[config.mk]
export PLATFORM = sky130hd
export DESIGN_NAME = uart_regs
export DESIGN_NICKNAME = d
export VERILOG_FILES = /design/src/bus_pkg.sv /design/src/uart_pkg.sv /design/src/uart_regs.sv
export VERILOG_INCLUDE_DIRS = /design/src
export SDC_FILE = /design/constraint.sdc
export NUM_CORES = 1
export LEC_CHECK = 0
export ABC_CLOCK_PERIOD_IN_PS = 1400
export BUFFER_PORTS_ARGS = -buffer_cell sky130_fd_sc_hd__buf_4
export CORE_MARGIN = 4
export CORE_UTILIZATION = 35
export DETAILED_ROUTE_END_ITERATION = 8
export PLACE_DENSITY = 0.77
export SYNTH_ARGS = -nofsm -noshare
export SYNTH_HDL_FRONTEND = slang
export SYNTH_SLANG_ARGS = --single-unit
[constraint.sdc]
create_clock -name clk -period 1.4 [get_ports clk]
set_clock_uncertainty 0.15 [all_clocks]
set_input_delay 0.35 -clock clk [delete_from_list [all_inputs] [get_ports clk]]
set_output_delay 0.35 -clock clk [all_outputs]
set_load 0.02 [all_outputs]
[src/soc_config.svh]
`ifndef SOC_CONFIG_SVH
`define SOC_CONFIG_SVH

////////////////////////////////////////////////////////////////////////////
// memory and address map
////////////////////////////////////////////////////////////////////////////

// byte address width of each ram, 14 gives 4096 words
`define SOC_MEM_ADDR_W 14
// boot done marker, hit by the last boot instruction
`define SOC_BOOT_DONE_ADDR 32'hffff_fffc

////////////////////////////////////////////////////////////////////////////
// reset and uart
////////////////////////////////////////////////////////////////////////////

// cycles of internal reset after external release
`define SOC_POR_CYCLES 16
// soft reset pulse length for the processor
`define SOC_CORE_RST_CYCLES 4
`define UART_DIV_W 32
`define UART_DIV_RESET 8

`endif

[src/bus_pkg.sv]
package bus_pkg;

   ////////////////////////////////////////////////////////////////////////////
   // native bus vectors
   ////////////////////////////////////////////////////////////////////////////

   // byte address
   typedef logic [31:0] addr_t;
   typedef logic [31:0] data_t;
   // byte write enables, zero means read
   typedef logic [3:0] strb_t;
   // slave index, addr bits 31:30
   typedef logic [1:0] slave_sel_t;

   ////////////////////////////////////////////////////////////////////////////
   // request and response bundles
   ////////////////////////////////////////////////////////////////////////////

   // master to slave, held until ready
   typedef struct packed {
      logic  valid;
      addr_t addr;
      data_t wdata;
      strb_t wstrb;
   } bus_req_t;

   // slave to master, rdata only meaningful with ready
   typedef struct packed {
      logic  ready;
      data_t rdata;
   } bus_rsp_t;

endpackage

[src/uart_pkg.sv]
`include "soc_config.svh"

package uart_pkg;

   // one serial character
   typedef logic [7:0] uart_byte_t;
   // clocks per bit
   typedef logic [`UART_DIV_W-1:0] baud_div_t;

   // shared by the tx and rx machines
   typedef enum logic [1:0] {
      st_idle,
      st_start,
      st_data,
      st_stop
   } uart_state_t;

endpackage

[src/uart_regs.sv]
`timescale 1ns/1ps

`include "soc_config.svh"

module uart_regs import bus_pkg::*, uart_pkg::*; (
   input  logic       clk,
   input  logic       reset,
   input  bus_req_t   req,
   output bus_rsp_t   rsp,
   input  logic       tx_busy,
   input  logic       rx_strobe,
   input  uart_byte_t rx_byte,
   output baud_div_t  baud_div,
   output logic       tx_start,
   output uart_byte_t tx_byte
);

   logic       div_sel;
   logic       dat_sel;
   logic       dat_we;
   logic       dat_re;
   logic       tx_wait;
   logic       rx_full;
   uart_byte_t rx_buf;
   data_t      div_word;

   // register decode, divider at 4 and data at 8
   assign div_sel = req.valid && req.addr[2];
   assign dat_sel = req.valid && req.addr[3] && !req.addr[2];
   assign dat_we  = dat_sel && (req.wstrb != '0);
   assign dat_re  = dat_sel && (req.wstrb == '0);

   ////////////////////////////////////////////////////////////////////////////
   // divider, byte writable
   ////////////////////////////////////////////////////////////////////////////

   always_comb begin
      div_word = data_t'(baud_div);
      for (int b = 0; b < 4; b++) begin
         if (div_sel && req.wstrb[b]) begin
            div_word[8*b +: 8] = req.wdata[8*b +: 8];
         end
      end
   end

   always_ff @(posedge clk) begin
      if (!reset) begin
         baud_div <= baud_div_t'(`UART_DIV_RESET);
      end else begin
         baud_div <= baud_div_t'(div_word);
      end
   end

   ////////////////////////////////////////////////////////////////////////////
   // data register
   ////////////////////////////////////////////////////////////////////////////

   // write waits for the transmitter
   assign tx_wait  = dat_we && tx_busy;
   assign tx_start = dat_we && !tx_busy;
   assign tx_byte  = req.wdata[7:0];

   // one entry buffer, a new byte overwrites
   always_ff @(posedge clk) begin
      if (!reset) begin
         rx_full <= 1'b0;
      end else begin
         if (dat_re) begin
            rx_full <= 1'b0;
         end
         if (rx_strobe) begin
            rx_full <= 1'b1;
            rx_buf  <= rx_byte;
         end
      end
   end

   // unmapped offsets answer with zero
   assign rsp.ready = req.valid && !tx_wait;
   assign rsp.rdata = div_sel ? data_t'(baud_div)
                    : dat_sel ? (rx_full ? data_t'(rx_buf) : 32'hffff_ffff)
                    : '0;

   // fsm must take the start at once
   a_tx_start: assert property (@(posedge clk) disable iff (!reset)
      tx_start |=> tx_busy);

endmodule

* Word level (Yosys, flattened, before mapping)
Index checks and enable logic that the tools add are counted.
** Word-level totals
- Flip-flop bits (word level) :: 41
- Input port bits :: 81
- Output and inout bits :: 74
- Word-level logic and storage cells :: 30
** Operators by class
- Multiplexer cells :: 5
- Reduce and logical (&&, ||, !) cells :: 19
** Operators by type and width (count)
- $mux 32 :: 3
- $logic_and 1x1->1 :: 12
- $logic_not 4->1 :: 1
- $reduce_bool 4->1 :: 1
- $logic_not 1->1 :: 3
- $mux 1 :: 2
- $reduce_and 2->1 :: 1
- $reduce_bool 2->1 :: 1

* Depth between registers and ports, before layout
- Depth in word-level cells :: 6
- Gate-level depth with buffers :: 5
- Gate-level depth less buffers :: 3

* Least setup slack after synthesis
OpenSTA, ideal clock, no wires.
- Path kind :: input port to output port
- Start :: input req[1] in the netlist's numbering
- End :: output rsp[32] in the netlist's numbering
- Arrival time :: 1.373 ns
- Data required time :: 0.900 ns
- Setup slack :: -0.473 ns
- Stages :: 4
- Cell sequence :: buf_4 nor4_4 nor2_1 a21boi_0
** RTL lines
- start, declared :: line uart_regs.sv:8 : input bus_req_t req,
- end, declared :: line uart_regs.sv:9 : output bus_rsp_t rsp,

==> qor.yml <==
status:
  status: "complete, but fails checks"
  violations: "negative setup slack"
grt:
  grt_max_degree: 34
  grt_antenna_before_repair: 0
  grt_pass1_wl_mm: 10.28
  grt.total_usage_pct: 17.52
  grt_overflow: 0
  grt_pass1_vias: 2092
layout:
  area_delta_synth_final_pct: 67.09
  layout.cells.non_filler: 427
  ff_latch_area_um2: 904.6
  final_nets: 436
  mostFrequentLayoutCell: "buf_4"
  drive_above_1_share_pct: 55.77
  most-common-layout-cells: "buf_4 (118), nand2_1 (47), dfxtp_1 (32)"
  num_antenna_cells: 0
  fillers: 509
  multi_input_area_um2: 1156
route:
  detail_route.vias_per_cell: 4.815
  vias: 2056
  drc: 0
  wl_per_cell_um: 14.88
  drt_wl_total_mm: 6.353
  ant_nets: 0
  first_pass_iters: 4
  drt_iter0_markers: 69
timing:
  tns_ns: -10.37
  finalSetupViolCount: 34
  finalMaxSlewViolations: 0
  fin_ws_ns: -0.3455
  maxSlewHeadroom_pct: 75.59
  final-hold-violation-count: 0
  fmax_ghz: 0.5729
  period_minus_slack_ns: 1.745
  finalCritPeriodShare_pct: 124.7
  rsz0062_at_grt: "true"
  worst_pin_slew_ns: 0.3661
cts:
  tritoncts: "built"
  numCtsBuffers: 5
  clk_pin_slew_ns: 0.07
  clock-sinks: 41
  cts-hold-fix-buffers: 0
  clock_tree.buffer_depth: 2
  htree_levels: 2
  cts_root_buf: "clkbuf_8"
  insertion_delay_ns: 0.28
logic_synthesis:
  synth_area_leaders: "dfxtp_1 (32%), edfxtp_1 (12%), a21o_1 (8.6%)"
  synth_seq_cells: 41
  synth_nets: 306
  synth_top_area_share_pct: 31.65
  yosysTopAreaCell: "dfxtp_1"
  synthDistinctLibCells: 27
  synth_warnings: 0
  avgSynthCellArea_um2: 9.276
  synth_seq_area_share_pct: 43.17
  syn_inst: 225
  syn-cell-area_um2: 2087
place:
  port_buffers: 124
  gp_congestion: 0.7205
  dp.cells: 419
  place_hpwl_mm: 4.964
worst_setup_path:
  crit_path_start_kind: "register"
  reg2reg_slack_ns: 0.54
  worst-path-max-fanout: 18
  setup.worst_path.start: "rx_full"
  cp.required_ns: 0.90
  cp_data_arrival_time_ns: 1.25
  timing.rr.end: "baud_div[5]"
  crit_type: "register to output port"
  critPathCapture: "rsp[28]"
  rr_worst_depth: 2
  endpoint_kind: "output port"
  reg2reg_from: "baud_div[5]"
floorplanning:
  core-area_um2: 5642
  dieArea_um2: 7262
  start_util_pct: 36.99
  die_w_um: 85.22
  row_count: 27
  fp.dieH_um: 85.22
  num_io_pins: 155
power:
  sw_frac_of_total_pct: 26.88
  cell_internal_pwr_w: 0.002012
  power_density_nw_per_um2: 789.0
  power_frac_seq_pct: 47.1
  p_leak_nw: 1.599
  ir_worst_vdd_mv: 0.4381
  clockPowerShare_pct: 27.5
  power_frac_comb_pct: 25.4
  power.switching_w: 0.0007396
run:
  maxCapViolations: 0
hold_path:
  hp-class: "input port to register"
[metrics by stage]
stage          util [%]  setup WS (ns)  instance area [um^2]  hold WS (ns)  power (W)
2_1_floorplan         -        -0.2008                  2271        0.2989   0.001685
3_3_place_gp      58.02        -0.3309                  3273        0.3173   0.001975
3_5_place_dp      58.02        -0.3574                  3273        0.3266   0.001988
4_1_cts           61.39        -0.3416                  3463       0.07845   0.002772
5_1_grt           61.81        -0.4249                  3487       0.06805   0.002889
6_report          61.81        -0.3455                  3487       0.08529   0.002751
[Yosys cell counts]
library cell and count:
nand2_1 48, dfxtp_1 33, a21o_1 24, a21boi_0 22
nand3_1 21, buf_4 15, a21boi_2 8, edfxtp_1 8
nand3_2 8, nor2b_1 8, o21ai_0 8, clkbuf_1 4
a21boi_1 2, buf_2 2, buf_6 2, a31o_1 1
and2_1 1, and2_4 1, and3_1 1, buf_12 1
buf_8 1, nand2b_1 1, nand3b_1 1, nor2_1 1
nor2_4 1, nor3_1 1, nor4_4 1
[flip-flops by register name, indices dropped and copies added, names as in the netlist]
register	count
rx_full	1
rx_buf	8
baud_div	32
[area by class of cell]
| class | instances | area share [%] |
|---|---|---|
| flip-flops and latches | 41 | 25.94 |
| clock buffers | 7 | 2.476 |
| well taps | 72 | 2.583 |
| repair buffers | 148 | 35.85 |
| multi-input cells | 159 | 33.15 |
[critical path: stages, from the launching register on]
cell and delay, ns:
dfxtp_4 0.38, nor2_4 0.15, buf_12 0.18, a21o_1 0.12
buf_6 0.12
[kinds of logic (layout without fill, tap and decap cells)]
| kind of cell | after synthesis | count (layout) | share of synthesized area (%) |
|---|---|---|---|
| AO/OA/AOI/OAI | 65 | 65 | 23.92 |
| buffers and inverters | 25 | 155 | 9.352 |
| flip-flops | 41 | 41 | 43.17 |
| AND/OR/NAND/NOR | 94 | 94 | 23.56 |
[repair_timing]
item,CTS,global route
pin swaps,0,1
gates cloned,0,0
setup endpoints to repair,34,34
setup buffers,0,1
hold endpoints to repair,0,0
gates resized for setup,29,4
[power by group through the flow]
stage	clock [W]	sequential (W)	combinational, W
detailed placement	0	0.00132	0.000669
CTS	0.000781	0.00129	0.000698
global placement	0	0.00132	0.000660
floorplan	0	0.00134	0.000341
global route	0.000837	0.00130	0.000749
finish	0.000756	0.00130	0.000699
[worst min-delay path by stage]
stage,slack [ns],startpoint,endpoint,cells past startpoint
2_1_floorplan,0.30,rx_byte[0],rx_buf[0],0
3_3_place_gp,0.32,baud_div[1],baud_div[1],2
3_5_place_dp,0.33,baud_div[30],baud_div[30],2
4_1_cts,0.08,rx_byte[4],rx_buf[4],1
5_1_grt,0.07,rx_byte[4],rx_buf[4],1
6_report,0.09,rx_byte[4],rx_buf[4],1
[routing by layer]
| metal | share of wire (%) | global-route usage (%) |
|---|---|---|
| met5 | 0 | 0 |
| met1 | 39 | 20.32 |
| met2 | 54 | 31.64 |
| met3 | 6.0 | 4.563 |
| met4 | 0.98 | 4.748 |
(Power assumes the default switching activity.)
