[src/bus_pkg.sv]
package bus_pkg;

   ////////////////////////////////////////////////////////////////////////////
   // native bus vectors
   ////////////////////////////////////////////////////////////////////////////

   // byte address
   typedef logic [31:0] addr_t;
   typedef logic [31:0] data_t;
   // byte write enables, zero means read
   typedef logic [3:0] strb_t;
   // slave index, addr bits 31:30
   typedef logic [1:0] slave_sel_t;

   ////////////////////////////////////////////////////////////////////////////
   // request and response bundles
   ////////////////////////////////////////////////////////////////////////////

   // master to slave, held until ready
   typedef struct packed {
      logic  valid;
      addr_t addr;
      data_t wdata;
      strb_t wstrb;
   } bus_req_t;

   // slave to master, rdata only meaningful with ready
   typedef struct packed {
      logic  ready;
      data_t rdata;
   } bus_rsp_t;

endpackage

[src/native_interconnect.sv]
`timescale 1ns/1ps

module native_interconnect import bus_pkg::*; (
   input  logic       clk,
   input  logic       reset,
   input  logic       mem_sel,
   input  bus_req_t   m_req,
   output bus_rsp_t   m_rsp,
   output bus_req_t   s_req [0:3],
   input  bus_rsp_t   s_rsp [0:3],
   output slave_sel_t s_sel
);

   slave_sel_t dec_sel;
   slave_sel_t held_sel;
   slave_sel_t sel;
   logic       busy;

   ////////////////////////////////////////////////////////////////////////////
   // address decode
   ////////////////////////////////////////////////////////////////////////////

   // top two address bits pick the slot
   always_comb begin
      dec_sel = m_req.addr[31:30];
      // after boot, slot 0 goes to main memory
      if (mem_sel && (dec_sel == 2'd0)) begin
         dec_sel = 2'd3;
      end
   end

   // hold the choice while a slave stalls
   always_ff @(posedge clk) begin
      if (!reset) begin
         busy <= 1'b0;
      end else if (m_rsp.ready) begin
         busy <= 1'b0;
      end else if (m_req.valid && !busy) begin
         busy <= 1'b1;
      end
   end

   // index captured on the first stalled cycle
   always_ff @(posedge clk) begin
      if (m_req.valid && !busy) begin
         held_sel <= dec_sel;
      end
   end

   assign sel   = busy ? held_sel : dec_sel;
   assign s_sel = sel;

   ////////////////////////////////////////////////////////////////////////////
   // request fan out and response mux
   ////////////////////////////////////////////////////////////////////////////

   // every slave sees addr and data, only one sees valid
   always_comb begin
      for (int i = 0; i < 4; i++) begin
         s_req[i]       = m_req;
         s_req[i].valid = m_req.valid && (sel == slave_sel_t'(i));
      end
   end

   assign m_rsp = s_rsp[sel];

   // a stalled master keeps its request
   a_req_held: assert property (@(posedge clk) disable iff (!reset)
      m_req.valid && !m_rsp.ready |=> m_req.valid && $stable(m_req.addr));

   // slaves may only answer a live request
   a_ready_valid: assert property (@(posedge clk) disable iff (!reset)
      m_rsp.ready |-> m_req.valid);

endmodule

[config.mk]
export PLATFORM = sky130hd
export DESIGN_NAME = native_interconnect
export DESIGN_NICKNAME = d
export VERILOG_FILES = /design/src/bus_pkg.sv /design/src/native_interconnect.sv
export SDC_FILE = /design/constraint.sdc
export NUM_CORES = 1
export LEC_CHECK = 0
export ABC_AREA = 0
export BUFFER_PORTS_ARGS = -buffer_cell sky130_fd_sc_hd__buf_2
export CORE_AREA = 2 2 200 202
export DETAILED_ROUTE_END_ITERATION = 6
export DIE_AREA = 0 0 202 204
export HOLD_SLACK_MARGIN = 0.05
export MAX_ROUTING_LAYER = met4
export PLACE_DENSITY = 0.35
export SLEW_MARGIN = 20
export SYNTH_ARGS = -nofsm -noshare
export SYNTH_HDL_FRONTEND = slang
export SYNTH_SLANG_ARGS = --single-unit
[constraint.sdc]
create_clock -name clk -period 2.8 [get_ports clk]
set_clock_uncertainty 0.2 [all_clocks]
set_input_delay 0.28 -clock clk [delete_from_list [all_inputs] [get_ports clk]]
set_output_delay 0.28 -clock clk [all_outputs]
set_load 0.03 [all_outputs]
---- Word-level counts from Yosys, hierarchy flattened ----
Cells that the tools add are included.
storage, ports and cells
  register bits after elaboration ......... 3
  input bits .............................. 204
  output and inout bits ................... 311
  word-level logic and storage cells ...... 23
operators by class
  $lt $le $gt $ge ......................... 1
  equality and inequality tests ........... 3
  muxes and demuxes ....................... 5
  bitwise gates (word level) .............. 2
  reduce and logical (&&, ||, !) cells .... 10
operators with widths
  kind                                                  number
  binary-select mux 33 bit (select 2 bit)               1
  two-way mux 33 bit                                    2
  logical AND 1 bit                                     6
  equality test 2 bit (second input constant)           2
  zero test 2 bit                                       2
  two-way mux 2 bit                                     2
  >= comparator 3 bit (second input constant)           1
  NOT 2 -> 3 bit                                        1
  equality test 2 x 1 -> 1 bit (second input constant)  1
  OR reduction 2 bit                                    1
  zero test 1 bit                                       1
  NOT 1 bit                                             1

---- Longest topological paths before layout ----
Gate-level depths: netlist (run 1).
  depth in word-level cells ............... 9
  mapped depth ............................ 6
  gate-level depth less buffers ........... 5

---- Least setup slack after synthesis (run 1) ----
OpenSTA, ideal clock, no wires.
  path kind ............................... register -> output
  start ................................... reg busy
  end ..................................... out m_rsp[0] (netlist name)
  arrival time ............................ 1.777 ns
  required time ........................... 2.320 ns
  slack ................................... 0.543 ns
  stages on the path, launching flop included .. 5
  buffers on the path ..................... 1
  cell sequence ........................... dfxtp_1 > or2_4 > o21ai_4 > buf_6 > mux4_1
RTL lines
  what                    RTL line                   source
  from (decl)             native_interconnect.sv:17  logic busy;
  from (signal assigned)  native_interconnect.sv:35  busy <= 1'b0;
  from (signal assigned)  native_interconnect.sv:37  busy <= 1'b0;
  from (signal assigned)  native_interconnect.sv:39  busy <= 1'b1;
  to (decl)               native_interconnect.sv:8   output bus_rsp_t m_rsp,

==> impl_metrics.toml, run 1 <==
[outcome]
status = "complete, no violations"

[critical_path]
required_ps = 2320
critical_path_class = "flip-flop to output pin"
r2r_cells = 6
cp_cell_sequence = "or2_4 -> o21ai_4 -> buf_12 -> mux4_2 -> buf_2"
reg2reg_slack_ps = 1040
worstPathArrival_ps = 2140
path_max_fanout = 21
max_stage_delay_ps = 620
crit_family = "multiplexers"
r2r_end = "busy$_SDFFE_PP0P_"
worstReg2RegStart = "busy$_SDFFE_PP0P_"
crit_slowest_cell = "mux4_2"
cp-start-kind = "flip-flop"
critPathBufInv = 2
cp-end-kind = "output pin"

[global_route]
grt_pass1_wl_microns = 14200
top_usage_layer = "met2"
grt_use_met3 = 0.02790
antenna_found_initial = 3
grt_use_met1 = 0.05903
grt_max_degree = 23
overflow = 0
track_usage = 0.05189
use_met2 = 0.07094
grt_pass1_vias = 1790

[detailed_routing]
wl_per_cell_microns = 14.45
first_iter_violations = 56
drt-total-wl_microns = 11300
vias = 1786
vias_per_cell = 2.284
drtAntennaViolNets = 0
drc_errors = 0
first_pass_iters = 4

[yosys]
syn_area_sq_um = 3186
synthDistinctLibCells = 24
synth-seq-cells = 3
syn_inst = 341
syn_nets = 545
syn_avg_cell_area_sq_um = 9.342
yosysSeqAreaShare = 0.02514
yosys_warnings = 0

[timing]
setup_viol = 0
hold_viol_final = 0
rsz0062_at_grt = "false"
max_freq_mhz = 381.1
setup_ws_ps = 175.9
max_slew_margin = 0.8017
tightest_slew_ps = 299.4
fin_crit_sh = 0.9372
setup_tns_ps = 0
slew_viol_final = 0
period_needed_ps = 2624

[placement]
port_buffers = 184
gp_congestion = 0.6703
dpl_worst_slack_ps = 84.62
hpwlAfterDp_microns = 10090

[worst_hold_path]
whs_path_depth = 3
hold_class = "input pin to flip-flop"
worstHoldStart = "reset"
worstHoldEndpoint = "busy$_SDFFE_PP0P_"

[pwr]
p_leak_nw = 1.239
pwr_density_cell_nw_per_um2 = 335.3
ir_worst_vdd_v = 0.0001359

[cts]
clock-root-buffer = "clkbuf_16"
cts.repair.resized = 0
cts_max_level = 1
clkTransAtPathRegs_ps = 30
insertion_delay_ps = 230
cts_tree = "built"
cts_buffer_depth = 2
cts_sinks = 3
cts_buffers = 3
cts_hold_buf = 0
post_cts_buffers = 0

[cells_and_area]
finish.utilization = 0.07181
regArea_sq_um = 80.08
area.growth.synth_to_final_pct = -11.67
multi_input_area_sq_um = 985.9
n_fill_cell = 4614
final_nets = 460
drive_gt1_frac = 0.7765

[floorplanning]
start_util = 0.08130
die_y_microns = 204
placementRows = 73
die_width_microns = 202
die_area_sq_um = 41210
io-pin-count = 515
core_sq_um = 39180

[job]
max-cap-violations = 0
[synth_stat cells, drive strengths merged]
master    n  area (sq um)
clkinv    1         3.750
nor2      5         18.77
o21ai     2         21.27
or2       2         15.02
o211ai    4         30.03
mux4     32         840.8
and2      1         6.260
nand2     2         7.510
and2b     2         15.01
a22o      1         10.01
or2b      1         7.510
dfxtp     1         20.02
buf     276          2090
edfxtp    2         60.06
clkbuf    2         7.510
inv       4         15.01
a21oi     1         5.000
nand2b    2         12.51
[worst min-delay path, delay by kind of cell]
family	cells	cell delay [ps]
AO/OA/AOI/OAI	2	100
buffers and inverters	1	100
[area by class of cell]
| cell class | instances | area share |
|---|---|---|
| sequential | 3 | 0.02846 |
| clock buffer | 4 | 0.02801 |
| timing repair buffer | 188 | 0.3513 |
| antenna | 2 | 0.001779 |
| inverter | 5 | 0.006670 |
| multi-input combinational | 55 | 0.3504 |
| tap | 525 | 0.2334 |
[sequential cells by signal, summed over array words and instances, names as in the netlist]
signal / count
busy: 1
held_sel: 2
[per-layer routing]
metal	vias to the layer above	wire length (microns)
met2	221	4632
met1	779	4519
met5	-	0
met3	72	1578
li1	714	-
met4	0	573
[cells by family (layout without fill, tap and decap cells)]
family,Yosys count,after routing,synth area share
buf+inv,283,197,0.6642
mux,32,32,0.2639
simple gates,15,15,0.02593
compound gates,8,8,0.02082
flops,3,3,0.02514
other cells,0,2,0
[placed cells by master (no fill, tap or decap), types with 3 or more instances in the layout]
cell	netlist	final
mux4_1	32	31
buf_12	1	3
buf_2	1	184
o211ai_1	4	4
clkbuf_16	0	3
inv_1	3	3
nor2_1	5	5
[where the power goes]
group	internal [mW]	switching [mW]	leakage [nW]
clock	0.188	0.0427	0.0382
combinational	0.270	0.388	1.17
sequential	0.0516	0.00227	0.0269
total	0.510	0.433	1.24
[worst max path at each step]
stage           endpoint  depth (start not counted)  slack (ps)              start
2_1_floorplan   m_rsp[0]                          4         540  busy$_SDFFE_PP0P_
3_3_place_gp   m_rsp[27]                          6          90          m_req[67]
3_5_place_dp   m_rsp[27]                          6          80          m_req[67]
4_1_cts        m_rsp[27]                          5           8  busy$_SDFFE_PP0P_
5_1_grt        m_rsp[27]                          5          90  busy$_SDFFE_PP0P_
6_report       m_rsp[27]                          5         180  busy$_SDFFE_PP0P_
[through the flow]
step	power (mW)	std cells	cell area [sq um]	hold slack [ps]
after floorplan	1.169	341	3186	218.4
after global placement	0.7323	776	2734	360.5
after detailed placement	0.7346	776	2734	348.3
after CTS	0.9711	780	2813	113.3
after global routing	0.9978	782	2814	126.0
final	0.9435	782	2814	111.8
No activity file was read; power rests on OpenSTA's default activity.
==> run 2: changes to the inputs <==
--- a/config.mk
+++ b/config.mk
@@ -12,7 +12,8 @@
 export DIE_AREA = 0 0 202 204
 export HOLD_SLACK_MARGIN = 0.05
 export MAX_ROUTING_LAYER = met4
-export PLACE_DENSITY = 0.35
+export PLACE_DENSITY_LB_ADDON = 0.3
+export REMOVE_ABC_BUFFERS = 1
 export SLEW_MARGIN = 20
 export SYNTH_ARGS = -nofsm -noshare
 export SYNTH_HDL_FRONTEND = slang
==> impl_metrics.toml, run 2 (same netlist as run 1, synthesis figures left out) <==
[outcome]
status = "complete, no violations"

[global_route]
track_usage = 0.1688
grt_pass1_wl_microns = 41540
grt_pass1_vias = 2288
antenna_found_initial = 7
grt_max_degree = 36
overflow = 0

[pwr]
p_int_mw = 0.5118
switching_share = 0.4932
switchingPower_mw = 0.4981
p_leak_nw = 1.217
ir_worst_vdd_v = 0.0006936
power_frac_comb = 0.724
seqPwrFrac = 0.053
pwr_density_cell_nw_per_um2 = 360.0
p_clk_frac = 0.223

[floorplanning]
die_area_sq_um = 41210
io-pin-count = 515
die_width_microns = 202
placementRows = 73
start_util = 0.08130
core_sq_um = 39180
die_y_microns = 204

[placement]
hpwlAfterDp_microns = 31610
port_buffers = 184
gp_congestion = 0.7218
placed_cells = 776

[cells_and_area]
drive_gt1_frac = 0.7922
final_nets = 460
largest_register_ffs = 2
fin_cells = 786
layout_common_cells = "buf_2 (184), mux4_1 (26), mux4_2 (6)"
finish.utilization = 0.07159
top_register = "held_sel"
area.growth.synth_to_final_pct = -11.94
final_common_cell = "buf_2"
reg.largest.list = "held_sel (2), busy (1)"
n_fill_cell = 4602

[cts]
insertion_delay_ps = 220
cts_tree = "built"
cts_buffer_depth = 2
cts_buffers = 3
post_cts_buffers = 0
cts_max_level = 1
clock-root-buffer = "clkbuf_16"
cts.repair.resized = 3
clkTransAtPathRegs_ps = 30
cts_hold_buf = 0
cts_sinks = 3

[timing]
period_needed_ps = 2754
hold_viol_final = 0
max_freq_mhz = 363.2
tightest_slew_ps = 272.7
rsz0062_at_grt = "true"
fin_crit_sh = 0.9834
max_slew_margin = 0.8182
slew_viol_final = 0
setup_tns_ps = 0
setup_viol = 0

[critical_path]
crit_slowest_cell = "mux4_1"
max_stage_delay_ps = 710
critical_path_class = "flip-flop to output pin"
cp_cell_sequence = "or2b_1 -> o21ai_4 -> buf_12 -> mux4_1 -> buf_2"
cp-start-kind = "flip-flop"
worstPathArrival_ps = 2270
cp-end-kind = "output pin"
required_ps = 2320
path_max_fanout = 35

[detailed_routing]
drc_errors = 0
drt-total-wl_microns = 35860
drtAntennaViolNets = 0
vias_per_cell = 3.057
first_pass_iters = 4
wl_per_cell_microns = 45.62
vias = 2403
first_iter_violations = 181

[worst_hold_path]
hold_class = "input pin to flip-flop"

[job]
max-cap-violations = 0
-- run 2: area by class of cell --
| class | count | area [sq um] | area share |
|---|---|---|---|
| antenna | 6 | 15.01 | 0.005352 |
| multi-input combinational | 55 | 967.2 | 0.3448 |
| tap | 525 | 656.9 | 0.2342 |
| sequential | 3 | 80.08 | 0.02855 |
| inverter | 5 | 18.77 | 0.006690 |
| timing repair buffer | 188 | 988.4 | 0.3524 |
| clock buffer | 4 | 78.83 | 0.02810 |
-- run 2: critical path: cells and delay by family, from the launching register on --
family,cells,cell delay [ps]
AO/OA/AOI/OAI,1,90
buffers and inverters,2,500
flip-flops,1,390
multiplexers,1,710
AND/OR/NAND/NOR,1,310
-- run 2: per-stage QoR --
stage               power, mW  hold WS (ps)  setup slack, ps  instance area [sq um]
finish                  1.010         148.4            46.41                   2805
global placement       0.8030         360.7            87.22                   2734
detailed placement     0.8035         360.7            93.94                   2734
floorplan              0.4253         218.4            142.0                   1089
CTS                     1.034         160.1           -24.27                   2801
global route            1.060         164.6           -32.48                   2805
-- run 2: path summary, 6_finish.rpt --
kind / to / slack [ps] / start / cells past startpoint
max: m_rsp[9] / 50 / busy$_SDFFE_PP0P_ / 5
min: busy$_SDFFE_PP0P_ / 150 / reset / 3
max reg2reg: busy$_SDFFE_PP0P_ / 980 / busy$_SDFFE_PP0P_ / 6
min reg2reg: busy$_SDFFE_PP0P_ / 430 / busy$_SDFFE_PP0P_ / 2
-- run 2: layer usage --
metal | wire length [microns] | up-vias | GRT usage
li1 | - | 718 | -
met5 | 0 | - | -
met1 | 10020 | 1135 | 0.1354
met4 | 1419 | 0 | 0.05462
met2 | 16390 | 498 | 0.2597
met3 | 8030 | 52 | 0.1751
-- run 2: power groups by stage --
stage               Clock (mW)  Combinational (mW)  Sequential, mW
detailed placement           0               0.749          0.0543
global placement             0               0.748          0.0548
CTS                      0.227               0.753          0.0538
global route             0.233               0.772          0.0542
floorplan                    0               0.372          0.0537
finish                   0.225               0.731          0.0537
