File: src/soc_config.svh
`ifndef SOC_CONFIG_SVH
`define SOC_CONFIG_SVH

////////////////////////////////////////////////////////////////////////////
// memory and address map
////////////////////////////////////////////////////////////////////////////

// byte address width of each ram, 14 gives 4096 words
`define SOC_MEM_ADDR_W 14
// boot done marker, hit by the last boot instruction
`define SOC_BOOT_DONE_ADDR 32'hffff_fffc

////////////////////////////////////////////////////////////////////////////
// reset and uart
////////////////////////////////////////////////////////////////////////////

// cycles of internal reset after external release
`define SOC_POR_CYCLES 16
// soft reset pulse length for the processor
`define SOC_CORE_RST_CYCLES 4
`define UART_DIV_W 32
`define UART_DIV_RESET 8

`endif

File: src/uart_pkg.sv
`include "soc_config.svh"

package uart_pkg;

   // one serial character
   typedef logic [7:0] uart_byte_t;
   // clocks per bit
   typedef logic [`UART_DIV_W-1:0] baud_div_t;

   // shared by the tx and rx machines
   typedef enum logic [1:0] {
      st_idle,
      st_start,
      st_data,
      st_stop
   } uart_state_t;

endpackage

File: src/uart_baud_timer.sv
`timescale 1ns/1ps

module uart_baud_timer import uart_pkg::*; (
   input  logic      clk,
   input  logic      reset,
   input  baud_div_t baud_div,
   input  logic      restart,
   output logic      tick
);

   baud_div_t cnt;

   // last cycle of a bit period, zero or one divider ticks every clock
   assign tick = !restart && ((cnt + 1'b1) >= baud_div);

   // restart puts the count back to the start of a period
   always_ff @(posedge clk) begin
      if (!reset) begin
         cnt <= '0;
      end else if (restart || tick) begin
         cnt <= '0;
      end else begin
         cnt <= cnt + 1'b1;
      end
   end

endmodule

File: src/uart_serial_fsm.sv
`timescale 1ns/1ps

module uart_serial_fsm import uart_pkg::*; (
   input  logic       clk,
   input  logic       reset,
   input  baud_div_t  baud_div,
   input  logic       tx_start,
   input  uart_byte_t tx_byte,
   output logic       tx_busy,
   output logic       ser_tx,
   input  logic       ser_rx,
   output logic       rx_strobe,
   output uart_byte_t rx_byte
);

   uart_state_t tx_state;
   uart_state_t rx_state;
   uart_byte_t  tx_shift;
   uart_byte_t  rx_shift;
   logic [2:0]  tx_bit;
   logic [2:0]  rx_bit;
   logic        tx_tick;
   logic        rx_tick;
   logic        tx_restart;
   logic        rx_restart;
   logic [1:0]  rx_sync;
   baud_div_t   rx_div;

   ////////////////////////////////////////////////////////////////////////////
   // transmit
   ////////////////////////////////////////////////////////////////////////////

   // align bit timing to the start request
   assign tx_restart = (tx_state == st_idle) && tx_start;
   assign tx_busy    = (tx_state != st_idle);

   uart_baud_timer i_tx_timer (
      .clk      (clk),
      .reset    (reset),
      .baud_div (baud_div),
      .restart  (tx_restart),
      .tick     (tx_tick)
   );

   always_ff @(posedge clk) begin
      if (!reset) begin
         tx_state <= st_idle;
         ser_tx   <= 1'b1;
         tx_bit   <= '0;
      end else begin
         case (tx_state)
            st_idle: begin
               if (tx_start) begin
                  tx_shift <= tx_byte;
                  ser_tx   <= 1'b0;
                  tx_state <= st_start;
               end
            end
            st_start: begin
               if (tx_tick) begin
                  // lsb first
                  ser_tx   <= tx_shift[0];
                  tx_bit   <= '0;
                  tx_state <= st_data;
               end
            end
            st_data: begin
               if (tx_tick) begin
                  tx_shift <= tx_shift >> 1;
                  tx_bit   <= tx_bit + 1'b1;
                  if (tx_bit == 3'd7) begin
                     ser_tx   <= 1'b1;
                     tx_state <= st_stop;
                  end else begin
                     ser_tx <= tx_shift[1];
                  end
               end
            end
            default: begin
               // stop bit, line already high
               if (tx_tick) begin
                  tx_state <= st_idle;
               end
            end
         endcase
      end
   end

   ////////////////////////////////////////////////////////////////////////////
   // receive
   ////////////////////////////////////////////////////////////////////////////

   // two flop synchronizer, idles high
   always_ff @(posedge clk) begin
      if (!reset) begin
         rx_sync <= 2'b11;
      end else begin
         rx_sync <= {rx_sync[0], ser_rx};
      end
   end

   // half period in start state puts later samples mid bit
   assign rx_div     = (rx_state == st_start) ? (baud_div >> 1) : baud_div;
   assign rx_restart = (rx_state == st_idle) && !rx_sync[1];

   uart_baud_timer i_rx_timer (
      .clk      (clk),
      .reset    (reset),
      .baud_div (rx_div),
      .restart  (rx_restart),
      .tick     (rx_tick)
   );

   always_ff @(posedge clk) begin
      if (!reset) begin
         rx_state  <= st_idle;
         rx_strobe <= 1'b0;
         rx_bit    <= '0;
      end else begin
         rx_strobe <= 1'b0;
         case (rx_state)
            st_idle: begin
               // falling edge of start bit
               if (!rx_sync[1]) begin
                  rx_state <= st_start;
               end
            end
            st_start: begin
               if (rx_tick) begin
                  // glitch, not a real start bit
                  rx_state <= rx_sync[1] ? st_idle : st_data;
                  rx_bit   <= '0;
               end
            end
            st_data: begin
               if (rx_tick) begin
                  rx_shift <= {rx_sync[1], rx_shift[7:1]};
                  rx_bit   <= rx_bit + 1'b1;
                  if (rx_bit == 3'd7) begin
                     rx_state <= st_stop;
                  end
               end
            end
            default: begin
               // framing error drops the byte
               if (rx_tick) begin
                  rx_state  <= st_idle;
                  rx_strobe <= rx_sync[1];
               end
            end
         endcase
      end
   end

   // byte held until the next good frame
   always_ff @(posedge clk) begin
      if ((rx_state == st_stop) && rx_tick && rx_sync[1]) begin
         rx_byte <= rx_shift;
      end
   end

endmodule

File: config.mk
export PLATFORM = sky130hd
export DESIGN_NAME = uart_serial_fsm
export DESIGN_NICKNAME = d
export VERILOG_FILES = /design/src/uart_pkg.sv /design/src/uart_baud_timer.sv /design/src/uart_serial_fsm.sv
export VERILOG_INCLUDE_DIRS = /design/src
export SDC_FILE = /design/constraint.sdc
export NUM_CORES = 1
export LEC_CHECK = 0
export BUFFER_PORTS_ARGS = -buffer_cell sky130_fd_sc_hd__buf_2
export CAP_MARGIN = 10
export CORE_MARGIN = 2
export CORE_UTILIZATION = 50
export DETAILED_ROUTE_END_ITERATION = 12
export PLACE_DENSITY = 0.7
export SLEW_MARGIN = 20
export SYNTH_ARGS = -nofsm -noshare
export SYNTH_HDL_FRONTEND = slang
export SYNTH_SLANG_ARGS = --single-unit
File: constraint.sdc
create_clock -name clk -period 6.15 [get_ports clk]
set_clock_uncertainty 0.05 [all_clocks]
set_input_delay 0.3075 -clock clk [delete_from_list [all_inputs] [get_ports clk]]
set_output_delay 0.3075 -clock clk [all_outputs]
set_load 0.01 [all_outputs]
# Word-level counts from Yosys, hierarchy flattened

Index checks and enable logic that the tools add are counted.
Widths: inputs -> output; s select.

Add/subtract/negate cells: 4
Multiply operators: 0
Divide/modulo/power cells: 0
Order comparisons: 2
Eq/ne operators: 15
Shift operators: 0
Muxes and demuxes: 28
Bitwise gates (word level): 2
Reductions and logical operators: 30

Operators with widths:

| operator              | count |
|---|---|
| $add 32x1->32 const B | 2 |
| $ge 32x32->1          | 2 |
| $mux 32               | 1 |
| $mux 2                | 11 |
| $mux 8                | 2 |
| $pmux 8 s2            | 1 |
| $mux 3                | 4 |
| $pmux 2 s3            | 2 |
| $pmux 3 s2            | 2 |
| $reduce_bool 2->1     | 6 |
| $reduce_and 5->1      | 2 |
| $reduce_and 3->1      | 3 |
| $ne 2x1->1 const B    | 4 |
| $ne 2x2->1 const B    | 4 |
| $reduce_and 4->1      | 2 |
| $add 3x1->3 const B   | 2 |
| $eq 2x2->1 const B    | 3 |
| $eq 3x3->1 const B    | 2 |
| $logic_and 1x1->1     | 6 |
| $reduce_or 5->1       | 1 |
| $eq 2x1->1 const B    | 2 |
| $logic_not 2->1       | 2 |
| $mux 1                | 4 |
| $reduce_or 2->1       | 2 |
| 5 further kinds       | 9 |

Register bits: 102
Bits in latches: 0
RAM bits: 0
ROM bits: 0
Output and inout port bits: 11
Word-level logic and storage cells: 93
Memories: 0

# Logic depth before layout (Yosys ltp)

Depth in word-level cells: 6
Mapped depth: 16
Depth with buffers taken out: 15

# Cells and area by module

From an unflattened synthesis, not the netlist that was laid out.

Cell total of the unflattened synthesis: 718
Area total of the unflattened synthesis: 6917.9 µm²

Modules (own cells, without submodules):

| module          | times used | cells each | area each (µm²) |
|---|---|---|---|
| uart_baud_timer | 2          | 278        | 2417.3 |
| uart_serial_fsm | 1          | 162        | 2083.2 |

# Worst setup path after synthesis

No wires, ideal clock.

Kind: reg2reg
Start: reg i_tx_timer.cnt[0]
End: reg tx_shift[0] (enable)
Arrival time: 3.199 ns
Slack: 2.526 ns
Stages on the path, launching flop included: 16
Cell sequence: dfxtp_1 > ha_1 > nand4_2 > nor3_4 > and3_1 > and2_4 > and3_1 > xor2_2 > ha_1 > nand4_1 > nor2_1 > o221ai_1 > nor3b_1 > o21ai_1 > nand3_1 > a21oi_1

Longest elaborated chain between the ends: 5

RTL lines:

| element                    | line                  | RTL |
|---|---|---|
| start, declared            | uart_baud_timer.sv:11 | `baud_div_t cnt;` |
| start signal, assigned     | uart_baud_timer.sv:23 | `cnt <= cnt + 1'b1;` |
| $add 32x1->32              | uart_baud_timer.sv:14 | `assign tick = !restart && ((cnt + 1'b1) >= baud_div);` |
| $ge 32x32->1               | uart_baud_timer.sv:14 |  |
| $logic_and 1x1->1          | uart_baud_timer.sv:14 |  |
| $ne 2x1->1 (no line)       | n/a                   |  |
| $reduce_and 4->1 (no line) | n/a                   |  |
| end signal, assigned       | uart_serial_fsm.sv:54 | `tx_shift <= tx_byte;` |
| end signal, assigned       | uart_serial_fsm.sv:69 | `tx_shift <= tx_shift >> 1;` |
| end, declared              | uart_serial_fsm.sv:18 | `uart_byte_t tx_shift;` |

No other way between the ends.
A chain may end at the register's enable or synchronous reset.

# Worst setup path in the final report

Start: reg i_tx_timer.cnt[0]
End: reg tx_shift[4] (enable)

The elaborated chain is that of the path after synthesis.

==> flow_summary.toml <==
[outcome]
run_status = "completed"

[global_route]
grt_first_pass_wirelength_um = 21300
vias_in_the_first_global_route = 4677
globalRouteOverflowTotal = 0
grt_use_total = 0.201
antenna_violations_before_repair = 0
maximum_number_of_pins_on_one_net_before_global_route_repair = 45

[synth]
syn-cell-area_um2 = 6210
synth_fp_nets = 803
number_of_flops_mapped_to_enable_cells_by_yosys = 24
avgSynthCellArea_um2 = 9.07
ys_types = 52
synth.yosys.seq_area_share = 0.367
synth_cells = 685
synth-seq-cells = 102
yosysWarningCount = 0
ys_dominant_reg_cell = "sky130_fd_sc_hd__dfxtp_1"
synth_async_sr_flop_share = 0

[sta]
grt_setup_unrepaired = "no"
final_critical_path_setup_slack_ns = 1.98
maxClockFrequency_ghz = 0.240
timing.max_slew.rel_slack = 0.358
transition_time_at_the_pin_with_the_least_slew_margin_ns = 0.956
setup_total_negative_slack_ns = 0
finalHoldViolations = 0
timing.final.crit_period_ns = 4.17
fraction_of_the_cycle_the_final_worst_path_needs = 0.678
drv_slew = 0
setup_viol = 0

[drt]
route.antenna.remaining_nets = 0
route.vias.total = 4778
drc = 0
routed_wire_length_per_instance_um = 13.7
firstDrtPassIters = 4
vias_per_cell = 5.28
totalWireLength_um = 12400
drt_iter0_drc = 301

[clock_network]
numCtsBuffers = 9
cts-resized-gates = 0
clk_latency_ns = 0.36
cts_max_level = 3
postCtsHoldBufs = 0
tritoncts = "yes"
clkSinkCount = 102
cts.root.buffer_cell = "sky130_fd_sc_hd__clkbuf_16"
clock_transition_at_the_registers_of_the_reported_paths_ns = 0.08
max_buffers_root_to_sink = 2
post_cts_setup_bufs = 0

[floorplanning]
num_io_pins = 55
starting_utilization_of_the_core_area = 0.515
placeableCoreArea_um2 = 12100
die_area_um2 = 13300
die_y_um = 115
floorplan.rows = 40
die-width_um = 115

[critical_path]
timing.setup.critical_path_class = "register to register"
setup.worst_path.start_class = "register"
worstSetupEndpointType = "register"
worst-path-max-fanout = 8
critPathRequiredTime_ns = 6.09
crit_arrival_ns = 4.11
setup.reg_to_reg.worst_slack_ns = 1.98

[min_path]
worst_hold_path_type = "input pin to register"

[placement]
place_ws_ns = 1.96
globalplace.congestion = 0.873
io_buffers = 54
detailed_place_hpwl_um = 9640

[flow_run]
max_cap_violations = 0

[power]
power_density_nw_per_um2 = 227
power_leakage_uw = 0.00313
max-vdd-ir-drop_mv = 0.181

[finish]
final_core_utilization = 0.578
layout-drive-gt1-share = 0.128
final_common_cell = "sky130_fd_sc_hd__dfxtp_1"
commonest_non_fill_non_tap_cells_in_the_layout = "78 x sky130_fd_sc_hd__dfxtp_1, 74 x sky130_fd_sc_hd__ha_1, 61 x sky130_fd_sc_hd__nor2b_1"
ant_diodes = 0
nFillCells = 1064
nNetsFinal = 850
flow.area_growth_from_synthesis_pct = 12.2
## layout make-up
type | count | area (um2) | share of cell area
timing repair buffer | 57 | 293 | 0.0420
inverter | 41 | 154 | 0.0221
clock buffer | 9 | 225 | 0.0323
sequential | 102 | 2280 | 0.327
multi-input combinational | 521 | 3710 | 0.532
tap | 168 | 210 | 0.0302
clock inverter | 7 | 97.6 | 0.0140
## routing by layer
metal,part of all wire,GRT usage
met5,0,0
met1,0.48,0.263
met3,0.040,0.0523
met2,0.47,0.331
met4,0.0070,0.0514
## through the flow
| step | total power, uW | std cells | instance area, um2 | hold WS [ns] |
|---|---|---|---|---|
| after global placement | 965 | 889 | 6650 | 0.341 |
| final | 1580 | 905 | 6970 | 0.0751 |
| after CTS | 1600 | 905 | 6970 | 0.0646 |
| after global routing | 1660 | 905 | 6970 | 0.0629 |
| after floorplan | 907 | 685 | 6210 | 0.336 |
| after detailed placement | 977 | 889 | 6650 | 0.342 |
## state kept, by name (all words and copies together), names as in the netlist
register	cells
tx_state	2
rx_strobe	1
rx_state	2
tx_bit	3
i_tx_timer.cnt	32
rx_byte	8
i_rx_timer.cnt	32
rx_sync	2
rx_shift	8
ser_tx	1
tx_shift	8
rx_bit	3
## critical path: stages (launching register included)
cell	delay, ns
sky130_fd_sc_hd__dfxtp_1	0.40
sky130_fd_sc_hd__ha_1	0.25
sky130_fd_sc_hd__nand4_2	0.18
sky130_fd_sc_hd__nor3_4	0.32
sky130_fd_sc_hd__and3_1	0.26
sky130_fd_sc_hd__and2_4	0.17
sky130_fd_sc_hd__and3_1	0.20
sky130_fd_sc_hd__xor2_2	0.08
sky130_fd_sc_hd__ha_1	0.29
sky130_fd_sc_hd__nand4_1	0.12
sky130_fd_sc_hd__nor2_1	0.16
sky130_fd_sc_hd__o221ai_1	0.12
sky130_fd_sc_hd__nor3b_1	0.17
sky130_fd_sc_hd__o21ai_1	0.26
sky130_fd_sc_hd__nand3_1	0.14
sky130_fd_sc_hd__a21oi_1	0.63
## final timing paths
kind | endpoint | depth (start not counted) | start
worst max-delay path | tx_shift[4] | 15 | i_tx_timer.cnt[0]
worst min register to register | rx_sync[1] | 1 | rx_sync[0]
worst max register to register | tx_shift[4] | 15 | i_tx_timer.cnt[0]
worst min-delay path | rx_sync[0] | 2 | ser_rx
## cells in the mapped netlist, types with 2 or more instances
master / n / share of area
sky130_fd_sc_hd__a21o_1: 4 / 0.0048
sky130_fd_sc_hd__a211oi_1: 4 / 0.0048
sky130_fd_sc_hd__and2b_1: 2 / 0.0024
sky130_fd_sc_hd__xor2_1: 15 / 0.021
sky130_fd_sc_hd__o211ai_1: 3 / 0.0036
sky130_fd_sc_hd__edfxtp_1: 24 / 0.12
sky130_fd_sc_hd__inv_1: 41 / 0.025
sky130_fd_sc_hd__o21ai_1: 2 / 0.0016
sky130_fd_sc_hd__nor3_1: 4 / 0.0032
sky130_fd_sc_hd__o21a_1: 3 / 0.0036
sky130_fd_sc_hd__clkbuf_1: 15 / 0.0091
sky130_fd_sc_hd__xor2_2: 2 / 0.0052
sky130_fd_sc_hd__buf_2: 5 / 0.0040
sky130_fd_sc_hd__nor2b_1: 62 / 0.062
sky130_fd_sc_hd__nand3_1: 34 / 0.027
sky130_fd_sc_hd__and3_1: 22 / 0.022
sky130_fd_sc_hd__nor2_1: 53 / 0.032
sky130_fd_sc_hd__a31oi_1: 4 / 0.0040
sky130_fd_sc_hd__or3_1: 4 / 0.0040
sky130_fd_sc_hd__nand4_2: 3 / 0.0060
sky130_fd_sc_hd__a41oi_1: 2 / 0.0028
sky130_fd_sc_hd__nand4_1: 6 / 0.0060
sky130_fd_sc_hd__xnor2_1: 43 / 0.061
sky130_fd_sc_hd__nand2_1: 53 / 0.032
sky130_fd_sc_hd__a21oi_1: 53 / 0.043
sky130_fd_sc_hd__and4_1: 10 / 0.014
sky130_fd_sc_hd__o21ai_0: 15 / 0.012
sky130_fd_sc_hd__mux2i_1: 3 / 0.0048
sky130_fd_sc_hd__mux2_2: 8 / 0.015
sky130_fd_sc_hd__a221oi_1: 2 / 0.0028
sky130_fd_sc_hd__dfxtp_1: 78 / 0.25
sky130_fd_sc_hd__nand2b_1: 7 / 0.0071
sky130_fd_sc_hd__o22ai_1: 3 / 0.0030
sky130_fd_sc_hd__ha_1: 74 / 0.15
sky130_fd_sc_hd__and2_1: 5 / 0.0050
## where the power goes
group	internal, uW	switching (uW)
sequential	710	16.6
combinational	97.9	139
clock	330	286
total	1140	442
## kinds of logic after synthesis
group	after synthesis	synth area share
DFF	102	0.367
AOI/OAI and AO/OA	104	0.102
xor gates and xnor gates	60	0.0870
adders and majority gates	74	0.149
buffers and inverters	62	0.0391
muxes	11	0.0193
and+or+nand+nor	272	0.237
(Power assumes the default switching activity.)
